File: src/bp_pkg.sv
/*
  Shared types and constants for the branch prediction front end
  Byte addresses of 2-byte instructions, so bit 0 of any PC is expected to be 0
  Both branch formats carry signed word offsets that are relative to pc + 2
*/
package bp_pkg;

  //////////////////////////////////////////////////
  // Basic types
  //////////////////////////////////////////////////
  typedef logic [15:0] addr_t;  // Byte address
  typedef logic [1:0]  ctr_t;   // Saturating counter. Bit 1 is the taken guess

  // Conditional branch view of an instruction word
  typedef struct packed {
    logic [3:0] opcode;
    logic [2:0] cond;    // Flag select in [1:0] and invert in [2]
    logic [8:0] offset;  // Signed word offset
  } b_fmt_t;

  // Unconditional jump view
  typedef struct packed {
    logic [3:0]  opcode;  // Same bits as b_fmt opcode
    logic [11:0] offset;  // Signed word offset
  } j_fmt_t;

  // One 16-bit word with both decodings
  typedef union packed {
    b_fmt_t b_fmt;
    j_fmt_t j_fmt;
  } instr_u;

  //////////////////////////////////////////////////
  // Encodings
  //////////////////////////////////////////////////
  localparam logic [3:0] op_bcc      = 4'hC;      // Conditional branch
  localparam logic [3:0] op_jmp      = 4'hD;      // Unconditional jump
  localparam logic [2:0] cond_always = 3'b111;    // Ignores the flags
  localparam addr_t      reset_pc    = 16'h0000;  // First fetch address

  // Counter step toward the actual outcome, stuck at 0 and 3
  function automatic ctr_t next_ctr(input ctr_t old_ctr, input logic taken);
    ctr_t new_ctr;
    new_ctr = old_ctr;
    if (taken) begin
      if (old_ctr != 2'd3) new_ctr = old_ctr + 2'd1;  // Toward strong taken
    end else begin
      if (old_ctr != 2'd0) new_ctr = old_ctr - 2'd1;  // Toward strong not taken
    end
    return new_ctr;
  endfunction

endpackage

File: src/bp_ifaces.sv
/*
  Pipeline bundles between fetch, predictor and resolver
  No clock inside. Each block registers or computes its own side
*/
`timescale 1ns/1ps

//////////////////////////////////////////////////
// IF/ID pipeline register contents
//////////////////////////////////////////////////
interface ifid_if;
  logic           valid;        // Low after reset and after a flush
  bp_pkg::addr_t  pc;           // Fetch address of the held word
  bp_pkg::instr_u instr;        // Instruction word from memory
  bp_pkg::ctr_t   pred_ctr;     // BHT entry seen at fetch
  bp_pkg::addr_t  pred_target;  // BTB entry seen at fetch

  // Fetch side loads the register
  modport stage (
    output valid, pc, instr, pred_ctr, pred_target
  );

  // Decode side and predictor read it
  modport decode (
    input valid, pc, instr, pred_ctr, pred_target
  );
endinterface

//////////////////////////////////////////////////
// Branch resolution result
//////////////////////////////////////////////////
interface bp_update_if;
  logic          was_branch;     // Valid op_bcc or op_jmp in IF/ID
  logic          actual_taken;
  bp_pkg::addr_t actual_target;  // pc + 2 + 2 * offset
  logic          mispredict;     // Guess was wrong in direction or target
  bp_pkg::addr_t redirect_pc;    // Correct next fetch address

  modport resolver (
    output was_branch, actual_taken, actual_target, mispredict, redirect_pc
  );

  // Predictor writes its tables from these
  modport tables (
    input was_branch, actual_taken, actual_target, mispredict
  );

  // Fetch only needs the redirect
  modport fetch (
    input mispredict, redirect_pc
  );
endinterface

File: src/fetch_stage.sv
/*
  Fetch stage. Holds the PC and loads the IF/ID register each enabled cycle
  Instruction memory must answer within the same cycle as fetch_pc
  A redirect flushes the word being fetched, giving a 1-cycle bubble
*/
`timescale 1ns/1ps

module fetch_stage (
  input  logic           clk,
  input  logic           rst,
  input  logic           enable,         // Global stall when low
  input  bp_pkg::instr_u imem_data,      // Word at fetch_pc
  output bp_pkg::addr_t  fetch_pc,       // Also the memory address
  input  bp_pkg::ctr_t   lookup_ctr,     // BHT entry for fetch_pc
  input  bp_pkg::addr_t  lookup_target,  // BTB entry for fetch_pc
  ifid_if.stage          ifid,
  bp_update_if.fetch     upd
);

  //////////////////////////////////////////////////
  // Next PC selection
  //////////////////////////////////////////////////
  bp_pkg::addr_t pc_q;        // Current fetch address
  bp_pkg::addr_t seq_pc;      // Fall-through address
  bp_pkg::addr_t next_pc;
  logic          pred_taken;  // Predictor says jump

  assign fetch_pc   = pc_q;
  assign seq_pc     = pc_q + 16'd2;        // 2-byte instructions
  assign pred_taken = lookup_ctr[1];       // Upper counter bit

  // Redirect wins over the prediction, then fall through
  always_comb begin
    if (upd.mispredict) begin
      next_pc = upd.redirect_pc;           // Resolver correction
    end else if (pred_taken) begin
      next_pc = lookup_target;             // Follow the BTB
    end else begin
      next_pc = seq_pc;
    end
  end

  //////////////////////////////////////////////////
  // PC register
  //////////////////////////////////////////////////
  always_ff @(posedge clk) begin
    if (rst) begin
      pc_q <= bp_pkg::reset_pc;
    end else if (enable) begin
      pc_q <= next_pc;                     // Holds while stalled
    end
  end

  //////////////////////////////////////////////////
  // IF/ID register
  //////////////////////////////////////////////////
  // Valid bit is control state
  always_ff @(posedge clk) begin
    if (rst) begin
      ifid.valid <= 1'b0;
    end else if (enable) begin
      // Word fetched alongside a mispredict is on the wrong path
      ifid.valid <= ~upd.mispredict;
    end
  end

  // Payload follows the fetch, valid tells whether it counts
  always_ff @(posedge clk) begin
    if (enable) begin
      ifid.pc          <= pc_q;
      ifid.instr       <= imem_data;
      ifid.pred_ctr    <= lookup_ctr;      // Carried for the counter update
      ifid.pred_target <= lookup_target;   // Carried for the target check
    end
  end

endmodule

File: src/branch_predictor.sv
/*
  Untagged BHT and BTB indexed by PC bits [index_bits:1], so aliasing happens
  Lookup is combinational on fetch_pc and returns old data during a write
  BHT is written only on a mispredicted branch, BTB only on a taken branch
*/
`timescale 1ns/1ps

module branch_predictor #(
  parameter int index_bits = 3             // Table has 2**index_bits entries
) (
  input  logic           clk,
  input  logic           rst,
  input  logic           enable,
  input  bp_pkg::addr_t  fetch_pc,
  output bp_pkg::ctr_t   lookup_ctr,
  output bp_pkg::addr_t  lookup_target,
  ifid_if.decode         ifid,             // PC and carried counter of resolved word
  bp_update_if.tables    upd
);

  localparam int entries = 1 << index_bits;

  //////////////////////////////////////////////////
  // Storage
  //////////////////////////////////////////////////
  bp_pkg::ctr_t  bht [entries];            // Direction counters
  bp_pkg::addr_t btb [entries];            // Last taken targets

  logic [index_bits-1:0] rd_idx;           // From the fetch PC
  logic [index_bits-1:0] wr_idx;           // From the IF/ID PC
  logic                  bht_we;
  logic                  btb_we;
  bp_pkg::ctr_t          bht_wdata;

  assign rd_idx = fetch_pc[index_bits:1];  // Bit 0 is always 0
  assign wr_idx = ifid.pc[index_bits:1];

  //////////////////////////////////////////////////
  // Lookup
  //////////////////////////////////////////////////
  assign lookup_ctr    = bht[rd_idx];
  assign lookup_target = btb[rd_idx];

  //////////////////////////////////////////////////
  // Update on resolution
  //////////////////////////////////////////////////
  // Learn a target only when the branch actually went there
  assign btb_we = enable & upd.was_branch & upd.actual_taken;

  // Counters move only when the guess was wrong
  // Non-branch mispredicts leave both tables alone
  assign bht_we = enable & upd.was_branch & upd.mispredict;

  // Step from the counter seen at fetch time
  assign bht_wdata = bp_pkg::next_ctr(ifid.pred_ctr, upd.actual_taken);

  always_ff @(posedge clk) begin
    if (rst) begin
      for (int i = 0; i < entries; i++) begin
        bht[i] <= 2'd0;                    // Strong not taken
      end
    end else if (bht_we) begin
      bht[wr_idx] <= bht_wdata;
    end
  end

  always_ff @(posedge clk) begin
    if (rst) begin
      for (int i = 0; i < entries; i++) begin
        btb[i] <= 16'h0000;
      end
    end else if (btb_we) begin
      btb[wr_idx] <= upd.actual_target;
    end
  end

endmodule

File: src/branch_resolver.sv
/*
  Decodes the IF/ID word and resolves it against the condition flags
  Purely combinational. All outputs stay low or unused while IF/ID is invalid
  Targets wrap modulo 2**16
*/
`timescale 1ns/1ps

module branch_resolver (
  input  logic [3:0]      flags,           // Condition flags from execute
  ifid_if.decode          ifid,
  bp_update_if.resolver   upd
);

  //////////////////////////////////////////////////
  // Decode
  //////////////////////////////////////////////////
  bp_pkg::instr_u instr;
  logic           is_bcc;
  logic           is_jmp;
  logic           cond_true;
  bp_pkg::addr_t  b_disp;                  // Byte displacement, b_fmt view
  bp_pkg::addr_t  j_disp;                  // Byte displacement, j_fmt view
  bp_pkg::addr_t  seq_pc;
  bp_pkg::addr_t  target;

  assign instr  = ifid.instr;
  assign is_bcc = (instr.b_fmt.opcode == bp_pkg::op_bcc);
  assign is_jmp = (instr.j_fmt.opcode == bp_pkg::op_jmp);  // Shared opcode bits

  // Sign extend the word offset and scale by 2
  assign b_disp = {{6{instr.b_fmt.offset[8]}}, instr.b_fmt.offset, 1'b0};
  assign j_disp = {{3{instr.j_fmt.offset[11]}}, instr.j_fmt.offset, 1'b0};

  assign seq_pc = ifid.pc + 16'd2;
  assign target = seq_pc + (is_jmp ? j_disp : b_disp);

  //////////////////////////////////////////////////
  // Condition
  //////////////////////////////////////////////////
  always_comb begin
    if (instr.b_fmt.cond == bp_pkg::cond_always) begin
      cond_true = 1'b1;
    end else begin
      // Pick one flag and optionally invert it
      cond_true = flags[instr.b_fmt.cond[1:0]] ^ instr.b_fmt.cond[2];
    end
  end

  //////////////////////////////////////////////////
  // Outcome and mispredict
  //////////////////////////////////////////////////
  logic pred_taken;
  logic taken;
  logic target_miss;

  assign pred_taken  = ifid.pred_ctr[1];   // Guess made at fetch
  assign taken       = ifid.valid & (is_jmp | (is_bcc & cond_true));
  assign target_miss = (target != ifid.pred_target);

  assign upd.was_branch    = ifid.valid & (is_bcc | is_jmp);
  assign upd.actual_taken  = taken;
  assign upd.actual_target = target;

  // Wrong direction, or right direction with a stale BTB target
  // A non-branch predicted taken also lands here
  assign upd.mispredict  = ifid.valid & ((taken != pred_taken) | (taken & target_miss));
  assign upd.redirect_pc = taken ? target : seq_pc;

endmodule

File: src/bp_top.sv
/*
  Branch prediction front end. Fetch, predictor and resolver in lock step
  imem_data must be the word at imem_addr in the same cycle
  redirect marks a mispredict resolved in the IF/ID stage this cycle
*/
`timescale 1ns/1ps

module bp_top #(
  parameter int index_bits = 3             // BHT and BTB index width
) (
  input  logic        clk,
  input  logic        rst,
  input  logic        enable,              // Stall the whole front end when low
  input  logic [15:0] imem_data,
  input  logic [3:0]  flags,
  output logic [15:0] imem_addr,
  output logic        redirect
);

  //////////////////////////////////////////////////
  // Internal connections
  //////////////////////////////////////////////////
  ifid_if      ifid ();                    // IF/ID register
  bp_update_if upd ();                     // Resolution result

  bp_pkg::addr_t fetch_pc;
  bp_pkg::ctr_t  lookup_ctr;
  bp_pkg::addr_t lookup_target;

  fetch_stage u_fetch (
    .clk           (clk),
    .rst           (rst),
    .enable        (enable),
    .imem_data     (imem_data),
    .fetch_pc      (fetch_pc),
    .lookup_ctr    (lookup_ctr),
    .lookup_target (lookup_target),
    .ifid          (ifid.stage),
    .upd           (upd.fetch)
  );

  branch_predictor #(
    .index_bits (index_bits)
  ) u_pred (
    .clk           (clk),
    .rst           (rst),
    .enable        (enable),
    .fetch_pc      (fetch_pc),
    .lookup_ctr    (lookup_ctr),
    .lookup_target (lookup_target),
    .ifid          (ifid.decode),
    .upd           (upd.tables)
  );

  branch_resolver u_resolve (
    .flags (flags),
    .ifid  (ifid.decode),
    .upd   (upd.resolver)
  );

  assign imem_addr = fetch_pc;
  assign redirect  = upd.mispredict;       // Invalid IF/ID never redirects

endmodule

File: config.mk
export PLATFORM = sky130hd
export DESIGN_NAME = bp_top
export DESIGN_NICKNAME = d
export VERILOG_FILES = /design/src/bp_pkg.sv /design/src/bp_ifaces.sv /design/src/fetch_stage.sv /design/src/branch_predictor.sv /design/src/branch_resolver.sv /design/src/bp_top.sv
export SDC_FILE = /design/constraint.sdc
export NUM_CORES = 1
export LEC_CHECK = 0
export ABC_AREA = 1
export BUFFER_PORTS_ARGS = -buffer_cell sky130_fd_sc_hd__clkbuf_2
export CAP_MARGIN = 20
export CELL_PAD_IN_SITES_DETAIL_PLACEMENT = 1
export CELL_PAD_IN_SITES_GLOBAL_PLACEMENT = 1
export CORE_ASPECT_RATIO = 1.5
export CORE_MARGIN = 2
export CORE_UTILIZATION = 50
export CTS_BUF_LIST = sky130_fd_sc_hd__clkbuf_8
export DETAILED_ROUTE_END_ITERATION = 10
export PLACE_DENSITY = 0.81
export RECOVER_POWER = 100
export SYNTH_ARGS = -nofsm -noshare
export SYNTH_HDL_FRONTEND = slang
export SYNTH_SLANG_ARGS = --single-unit
File: constraint.sdc
create_clock -name clk -period 4.32 [get_ports clk]
set_input_delay 0.648 -clock clk [delete_from_list [all_inputs] [get_ports clk]]
set_output_delay 0.648 -clock clk [all_outputs]
set_load 0.02 [all_outputs]
# --- Yosys cells after proc, flatten, opt, wreduce, memory -nomap -nowiden ---
# Memories as Yosys holds them, arrays and structs flattened. A register that Yosys moved wholly into a read port is not among the register bits.
# Index checks and enable logic that the tools add are counted.
# W data, S select, Z words.
classes:
  addsub: 5
  multipliers: 0
  div: 0
  n_lt_le_gt_ge: 1
  n_eq_ne: 6
  shifts: 0
  muxes: 28
  bitwise: 13
  reduce_logical: 3
ops:
  columns: ["cell", "count"]
  rows:
  - ["$mux W16", 5]
  - ["$add A16 B2 Y16 const B", 2]
  - ["$mux W3", 6]
  - ["$add A16 B16 Y16", 1]
  - ["$ne A16 B16 Y1", 1]
  - ["$reduce_or A16 Y1", 1]
  - ["$mux W1", 12]
  - ["$and A1 B1 Y1", 8]
  - ["$eq A4 B4 Y1 const B", 2]
  - ["$mux W2", 4]
  - ["$eq A3 B3 Y1 const B", 1]
  - ["$lt A2 B3 Y1 const B", 1]
  - ["$or A1 B1 Y1", 3]
  - ["$add A2 B1 Y2 const B", 1]
  - ["$bmux W1 S2", 1]
  - ["$ne A2 B2 Y1 const B", 1]
  - ["$reduce_bool A2 Y1", 1]
  - ["$reduce_or A2 Y1", 1]
  - ["$sub A2 B1 Y2 const B", 1]
  - ["$ne A1 B1 Y1", 1]
  - ["$not A1 Y1", 1]
  - ["$xor A1 B1 Y1", 1]
word_totals:
  ff_bits: 67
  latchBits: 0
  mem_bits_rw: 144
  romBits: 0
  in_bits: 23
  out_inout_bits: 17
  mem_count: 2
memory_table:
  columns: ["name", "depth", "word_bits", "read_ports", "rd_ports_with_merged_regs", "wr", "line", "rtl"]
  rows:
  - ["u_pred.btb", 8, 16, 1, 1, 8, "branch_predictor.sv:27", "bp_pkg::addr_t btb [entries];"]
  - ["u_pred.bht", 8, 2, 1, 1, 8, "branch_predictor.sv:26", "bp_pkg::ctr_t bht [entries];"]

# --- Logic depth before layout (Yosys ltp) ---
# Gate-level depths: netlist (run 1).
logic_depth:
  depth_word: 16
  depth_mapped: 27

# --- Cells and area by module ---
# A second synthesis (run 1) with hierarchy kept.
hier_totals:
  cells_unflattened: 1449
  area_unflattened_um2: 11733.8
by_module_without_submodules:
  columns: ["module", "n_inst", "cells_per_inst", "area_per_inst_um2"]
  rows:
  - ["branch_predictor", 1, 845, 7159.4]
  - ["fetch_stage", 1, 234, 2688.8]
  - ["branch_resolver", 1, 370, 1885.6]

# --- Worst setup path before layout (run 1) ---
# No wires, ideal clock.
synth_path:
  kind: "register to output"
  from: "register u_fetch.ifid.pc[2]"
  to: "output redirect"
  t_arrival_ns: 3.232
  setup_slack_ns: 0.440
  stages_incl_launch_ff: 24
  n_path_buf: 1
  cell_sequence: "edfxtp_1 -> ha_1 -> nand3_2 -> nor2_2 -> nand3_1 -> or2_2 -> nor2_1 -> xor2_1 -> ha_1 -> nand2_1 -> inv_1 -> nand2_1 -> nand2_1 -> a21oi_1 -> nand2_1 -> nand2_1 -> nand3_1 -> nand2_1 -> nand3_1 -> nor2_2 -> nand3_4 -> nand2_4 -> buf_8 -> inv_1"
synth_via:
  elab_chain_cells: 6
synth_lines:
  columns: ["item", "line", "rtl"]
  rows:
  - ["from (decl)", "bp_ifaces.sv:19", "output valid, pc, instr, pred_ctr, pred_target"]
  - ["from (signal assigned)", "fetch_stage.sv:70", "ifid.pc <= pc_q;"]
  - ["$add A16 B2 Y16", "branch_resolver.sv:34", "assign seq_pc = ifid.pc + 16'd2;"]
  - ["$add A16 B16 Y16", "branch_resolver.sv:35", "assign target = seq_pc + (is_jmp ? j_disp : b_disp);"]
  - ["$ne A16 B16 Y1", "branch_resolver.sv:58", "assign target_miss = (target != ifid.pred_target);"]
  - ["$and A1 B1 Y1", "branch_resolver.sv:66", "assign upd.mispredict = ifid.valid & ((taken != pred_taken) | (taken & target_miss));"]
  - ["$or A1 B1 Y1", "branch_resolver.sv:66", null]
  - ["$and A1 B1 Y1", "branch_resolver.sv:66", null]
  - ["to (decl)", "bp_top.sv:17", "output logic redirect"]
# No other way between the ends.

# --- Final worst setup path (run 1) ---
layout_path:
  from: "register u_fetch.ifid.pc[1]"
  to: "output redirect"
# The elaborated chain is that of the path after synthesis.

==> results.toml, run 1 <==
[finish]
nets = 1336
syn2layout_area_growth_pct = 16.2
antennaDiodeCount = 0
drive_gt1_share_pct = 16.1
finish.utilization_pct = 58.8
layout.cells.non_filler = 1588

[timing]
rsz0062_at_grt = "true"
worst_slew_pin_slew_ps = 1570
slew_violations = 73
fin_worst_skew_ps = 48.7
hold_viol = 0
whs_ps = 254
fmax_mhz = 226
timing.final.ws_setup_ps = -98.3
min_period_ps = 4420
setup_viol = 1
slew-limit-headroom_pct = -4.49
period_share_pct = 102

[routing]
wl_um = 36400
post-route-drc-count = 0
drtAntennaViolNets = 0
first_pass_iters = 5
vias_per_cell = 5.91
vias = 9390
drt_iter0_drc = 726
post_drt_wl_per_cell_um = 22.9

[critical_path]
cp-end-kind = "output port"
r2r_end = "u_pred.bht[6][0]"
cp_data_required_time_ps = 3670
reg2reg_setup_slack_ps = 140
crit_fanout = 4
critPathKind = "reg -> out"
startpoint = "u_fetch.ifid.pc[1]"
r2r_cells = 27
crit_path_end = "redirect"
cp.arrival_ps = 3770
startpoint_type = "flop"
r2r_start = "u_fetch.ifid.pc[1]"

[synth]
synthCells = 1210
synth_cell_type_count = 40
syn_avg_cell_area_um2 = 9.02
syn_area_um2 = 10900
ys_seq_area_share_pct = 57.1
yosysWarnings = 0
syn_nets = 1252
ys_seq_elements = 214

[die]
die_area_um2 = 23000
core_um2 = 21600
fp.dieH_um = 185
pin_count = 40
dieWidth_um = 125
initial_utilization_pct = 50.6
rows = 66

[placement]
place.gp.congestion = 0.910
dp_hpwl_um = 24100
dp_cells = 1508
io_buffers = 39

[min_path]
hold_path_class = "in -> reg"

[status]
status = "finished with violations"
violations = "max-capacitance violations, max-slew violations, negative setup slack"

[cts]
clock-root-buffer = "clkbuf_8"
clock_latency_ps = 580
cts_hold_buf = 0
cts_sinks = 214
cts_buffers = 35
h-tree-depth = 2
tritoncts = "done"
path_clk_slew_ps = 80
ctsLongestPathBuffers = 3

[global_route]
grtUsageTotal_pct = 30.7
grt_max_degree = 73
antenna_found_initial = 0
overflow = 0
grt_pass1_wl_um = 54600
grt_pass1_vias = 9924

[pwr]
p_leak_nw = 5.22
peakVddDrop_uv = 234
cellPowerDensity_nw_per_um2 = 480

[job]
max_cap_viol_count = 2
-- logic make-up (layout without fill, tap and decap cells) --
kind of cell | Yosys count | after routing | share of synthesized area [%]
buffers and inverters | 139 | 245 | 5.18
multiplexers | 3 | 3 | 0.275
adder cells (fa/ha/maj) | 19 | 19 | 2.25
AND/OR/NAND/NOR | 636 | 636 | 24.3
XOR/XNOR | 27 | 27 | 2.42
flip-flops | 214 | 214 | 57.1
AO/OA/AOI/OAI | 172 | 172 | 8.49
-- critical path: stages (launching register included) --
cell and delay, ps:
edfxtp_1 450, ha_4 190, nand3_4 110, nor2_4 130
nand3_2 120, or2_4 290, nor2_4 150, xor2_4 200
ha_4 260, nand2_4 90, inv_2 40, nand2_2 50
nand2_2 50, a21oi_2 160, nand2_2 100, nand2_1 120
nand3_2 90, nand2_2 70, nand3_2 80, nor2_4 110
nand3_4 110, nand2_4 90, inv_2 40, buf_8 120
-- how the worst min path moves through the flow --
stage	from	endpoint	slack (ps)	cells past startpoint
after global placement	u_fetch.fetch_pc[0]	u_fetch.ifid.pc[0]	470	0
after detailed placement	u_fetch.fetch_pc[0]	u_fetch.ifid.pc[0]	460	0
after floorplan	u_fetch.ifid.valid	u_fetch.ifid.valid	460	2
after global routing	imem_data[8]	u_fetch.ifid.instr[8]	240	1
after CTS	imem_data[8]	u_fetch.ifid.instr[8]	230	1
final	imem_data[8]	u_fetch.ifid.instr[8]	250	1
-- power by group --
part	total [W]	internal [W]	leakage, nW	switching (W)
Combinational	0.00178	0.000549	2.70	0.00123
Clock	0.00174	0.000893	0.365	0.000851
Sequential	0.00257	0.00243	2.15	0.000133
Total	0.00609	0.00388	5.22	0.00221
-- cell type report --
cell class	count	area [um2]
Timing Repair Buffer	98	569
Tap cell	272	340
Clock buffer	39	537
Fill cell	2496	8870
Sequential cell	214	6230
Multi-Input combinational cell	857	4550
Clock inverter	20	123
Inverter	88	330
-- metal layers --
layer | up-vias | track usage (%) | wire length [um]
li1 | 4235 | - | -
met1 | 4662 | 34.3 | 13400
met5 | - | 0 | 0
met2 | 358 | 56.1 | 19000
met4 | 0 | 17.1 | 2090
met3 | 135 | 4.65 | 1810
-- placed cells by master, fill, tap and decap left out, types with 11 or more instances in the layout --
cell / netlist / final
nor2_1: 291 / 284
buf_4: 3 / 41
a31oi_1: 16 / 16
clkbuf_8: 0 / 39
dfxtp_1: 20 / 20
o21ai_0: 101 / 101
xor2_1: 15 / 11
nand3_1: 72 / 63
o22ai_1: 21 / 21
nand2_1: 220 / 199
edfxtp_1: 194 / 194
nand2_2: 9 / 24
a21oi_1: 26 / 19
inv_1: 80 / 81
clkbuf_2: 0 / 23
clkbuf_1: 36 / 32
-- per-stage QoR --
step	worst slack, ps	setup TNS (ps)	instance area (um2)	power (W)
finish	-98.3	-98.3	12700	0.00609
CTS	-86.8	-86.8	12500	0.00596
global route	-255	-332	12700	0.00636
detailed placement	135	0	11500	0.00414
global placement	232	0	11500	0.00407
floorplan	440	0	10900	0.00357
-- state kept, by name, summed over array words and instances, names as in the netlist, named ones only --
name / flops
u_fetch.ifid.pc: 16
u_fetch.ifid.pred_target: 16
u_pred.btb: 128
u_fetch.ifid.instr: 16
u_fetch.ifid.pred_ctr: 2
u_pred.bht: 16
u_fetch.ifid.valid: 1
u_fetch.fetch_pc: 16
-- what timing repair did --
item	in CTS	in global routing
setup endpoints to repair	1	17
pin swaps	22	32
hold endpoints to repair	0	0
setup buffers	10	11
gates resized for setup	48	48
-- cell usage after synthesis (all sizes together) --
master,instances,area (um2)
nor2,296,1130
nand2,232,916
edfxtp,194,5830
o21ai,104,524
inv,83,312
nand3,76,408
clkbuf,36,135
a21oi,28,148
o22ai,21,131
dfxtp,20,400
ha,18,225
a31oi,16,100
buf,15,100
xor2,15,131
nand3b,10,75.1
nor3,10,50.1
xnor2,10,87.6
nand4,8,50.1
clkinv,5,18.8
mux2i,3,30.0
or2,3,18.8
o21bai,2,15.0
xnor3,2,45.0
and3,1,6.26
fa,1,20.0
o211ai,1,7.51
(Power assumes the default switching activity.)
==> run 2, diff against run 1 <==
GPL_TIMING_DRIVEN = 0   (was default)
TNS_END_PERCENT = 50   (was default)
==> run 2 against run 1 <==
  * The run still ends with max-capacitance violations, max-slew violations, negative setup slack left
  * Via count rose by 1.5%
  * Worst setup slack got worse by 290 ps
  * Global-route usage rose by 1.6 points
  * Final cell count rose by 2.3%
  * Total power rose by 0.57%
  * Combinational power rose by 3%
  * Sequential power barely moved
  * Sequential cell count did not move
  * Largest cell class unchanged
==> results.toml, run 2 (synthesis gave the netlist of run 1 again) <==
[finish]
layout_commonest_cell = "nor2_1"
final_area_um2 = 12800
antennaDiodeCount = 0
regMostFlops = "u_pred.btb"
syn2layout_area_growth_pct = 17.7
finish.utilization_pct = 59.5
largest_reg_flops = 128
drive_gt1_share_pct = 15.9
nets = 1369
final_cell_mix = "284 x nor2_1, 194 x edfxtp_1, 192 x nand2_1"

[status]
status = "finished with violations"
violations = "max-capacitance violations, max-slew violations, negative setup slack"

[min_path]
hold_depth = 1
hold_path_class = "in -> reg"
min_to = "u_fetch.ifid.instr[14]"
min_from = "imem_data[14]"

[placement]
postPlaceCellArea_um2 = 11500
place.gp.congestion = 0.860
dp_slack_ps = -831
io_buffers = 38
dp_hpwl_um = 26300

[die]
core_um2 = 21600
fp.dieH_um = 185
die_area_um2 = 23000
initial_utilization_pct = 50.6
dieWidth_um = 125
rows = 66
pin_count = 40

[pwr]
p_total_w = 0.00612
power_frac_seq_pct = 41.8
combPwrFrac_pct = 29.8
internal_power_w = 0.00385
p_sw_w = 0.00227
cellPowerDensity_nw_per_um2 = 477
clkPwrFrac_pct = 28.4
p_leak_nw = 5.28
peakVddDrop_uv = 288
switching_share_pct = 37.0

[routing]
first_pass_iters = 5
post_drt_wl_per_cell_um = 23.5
post-route-drc-count = 0
vias_per_cell = 5.87
vias = 9531
drtAntennaViolNets = 0
wl_um = 38200
drt_iter0_drc = 630

[cts]
cts_hold_buf = 0
clock-root-buffer = "clkbuf_8"
cts_sinks = 214
tritoncts = "done"
clock_latency_ps = 570
cts_buffers = 36
path_clk_slew_ps = 60
h-tree-depth = 2
ctsLongestPathBuffers = 3

[critical_path]
r2r_cells = 30
cp.arrival_ps = 4060
cp-end-kind = "output port"
startpoint_type = "flop"
crit_fanout = 5
critPathKind = "reg -> out"
cp_data_required_time_ps = 3670
r2r_start = "u_fetch.ifid.pc[1]"
reg2reg_setup_slack_ps = -260
r2r_end = "u_fetch.fetch_pc[14]"

[timing]
min_period_ps = 4710
fmax_mhz = 212
timing.final.ws_setup_ps = -386
setup_viol = 16
slew_violations = 25
slew-limit-headroom_pct = -9.62
hold_viol = 0
period_share_pct = 109
setup-tns-final_ps = -1460
rsz0062_at_grt = "true"
worst_slew_pin_slew_ps = 1640
fin_worst_skew_ps = 25.9

[global_route]
grt_pass1_wl_um = 56600
overflow = 0
antenna_found_initial = 0
grtUsageTotal_pct = 32.4
grt_pass1_vias = 10300
grt_max_degree = 31

[job]
max_cap_viol_count = 1
==> run 2: cell count changes in the layout (fill, tap and decap cells not counted), sizes merged <==
cell      previous run  this run
buf                 43        54
clkbuf              94       114
clkinv              16        15
clkinvlp             1         2
inv                 90        95
==> run 2: worst max-delay path: stages (launching register included) <==
cell	delay (ps)
edfxtp_1	510
inv_4	100
nor2_4	200
nand2_4	90
nor2_4	130
inv_2	70
nor2_4	160
nand3_1	180
xnor2_2	330
ha_4	280
a21oi_1	180
nand2_1	100
a21oi_2	140
nand2_2	100
inv_2	70
nand3_1	110
nand3_1	110
nand2_1	60
nor2_2	140
nand3_4	160
nand2_8	120
inv_4	40
buf_8	120
==> run 2: repair_timing <==
| action | 4_1_cts | 5_1_grt |
|---|---|---|
| gates resized for setup | 59 | 45 |
| endpoints found under the setup margin | 53 | 53 |
| pin swaps | 19 | 25 |
| buffers inserted | 29 | 12 |
==> run 2: final cells by class <==
class / instances / area, um2
fill: 2527 / 8720
inverter: 88 / 335
sequential: 214 / 6230
clock inverter: 25 / 133
tap: 272 / 340
clock buffer: 38 / 523
multi-input combinational: 857 / 4520
timing repair buffer: 80 / 533
buffer: 50 / 221
==> run 2: through the flow <==
step / hold slack, ps / instances
floorplan: 463 / 1210
global placement: 443 / 1520
detailed placement: 441 / 1521
CTS: 249 / 1612
global route: 262 / 1624
finish: 265 / 1624
==> run 2: worst max path at each step <==
stage	to	from	slack (ps)	cells past startpoint
6_report	redirect	u_fetch.ifid.pc[1]	-390	22
5_1_grt	redirect	u_fetch.ifid.pc[2]	-480	24
4_1_cts	redirect	u_fetch.ifid.pc[2]	-250	24
3_5_place_dp	redirect	u_fetch.ifid.pc[2]	-830	25
3_3_place_gp	redirect	u_fetch.ifid.pc[1]	-710	25
2_1_floorplan	redirect	u_fetch.ifid.pc[2]	440	23
==> run 2: routing by layer <==
metal | up-vias | part of all wire [%] | GRT usage (%)
li1 | 4309 | - | -
met1 | 4727 | 35 | 33.5
met2 | 359 | 53 | 60.4
met3 | 136 | 4.6 | 4.48
met4 | 0 | 7.5 | 22.1
met5 | - | 0 | 0
==> run 2: power by group through the flow <==
stage / registers [W] / logic (W) / clock network, W
after floorplan: 0.00258 / 0.000992 / 0
final: 0.00256 / 0.00183 / 0.00174
after global routing: 0.00257 / 0.00197 / 0.00182
after CTS: 0.00255 / 0.00172 / 0.00174
after detailed placement: 0.00259 / 0.00159 / 0
after global placement: 0.00258 / 0.00154 / 0
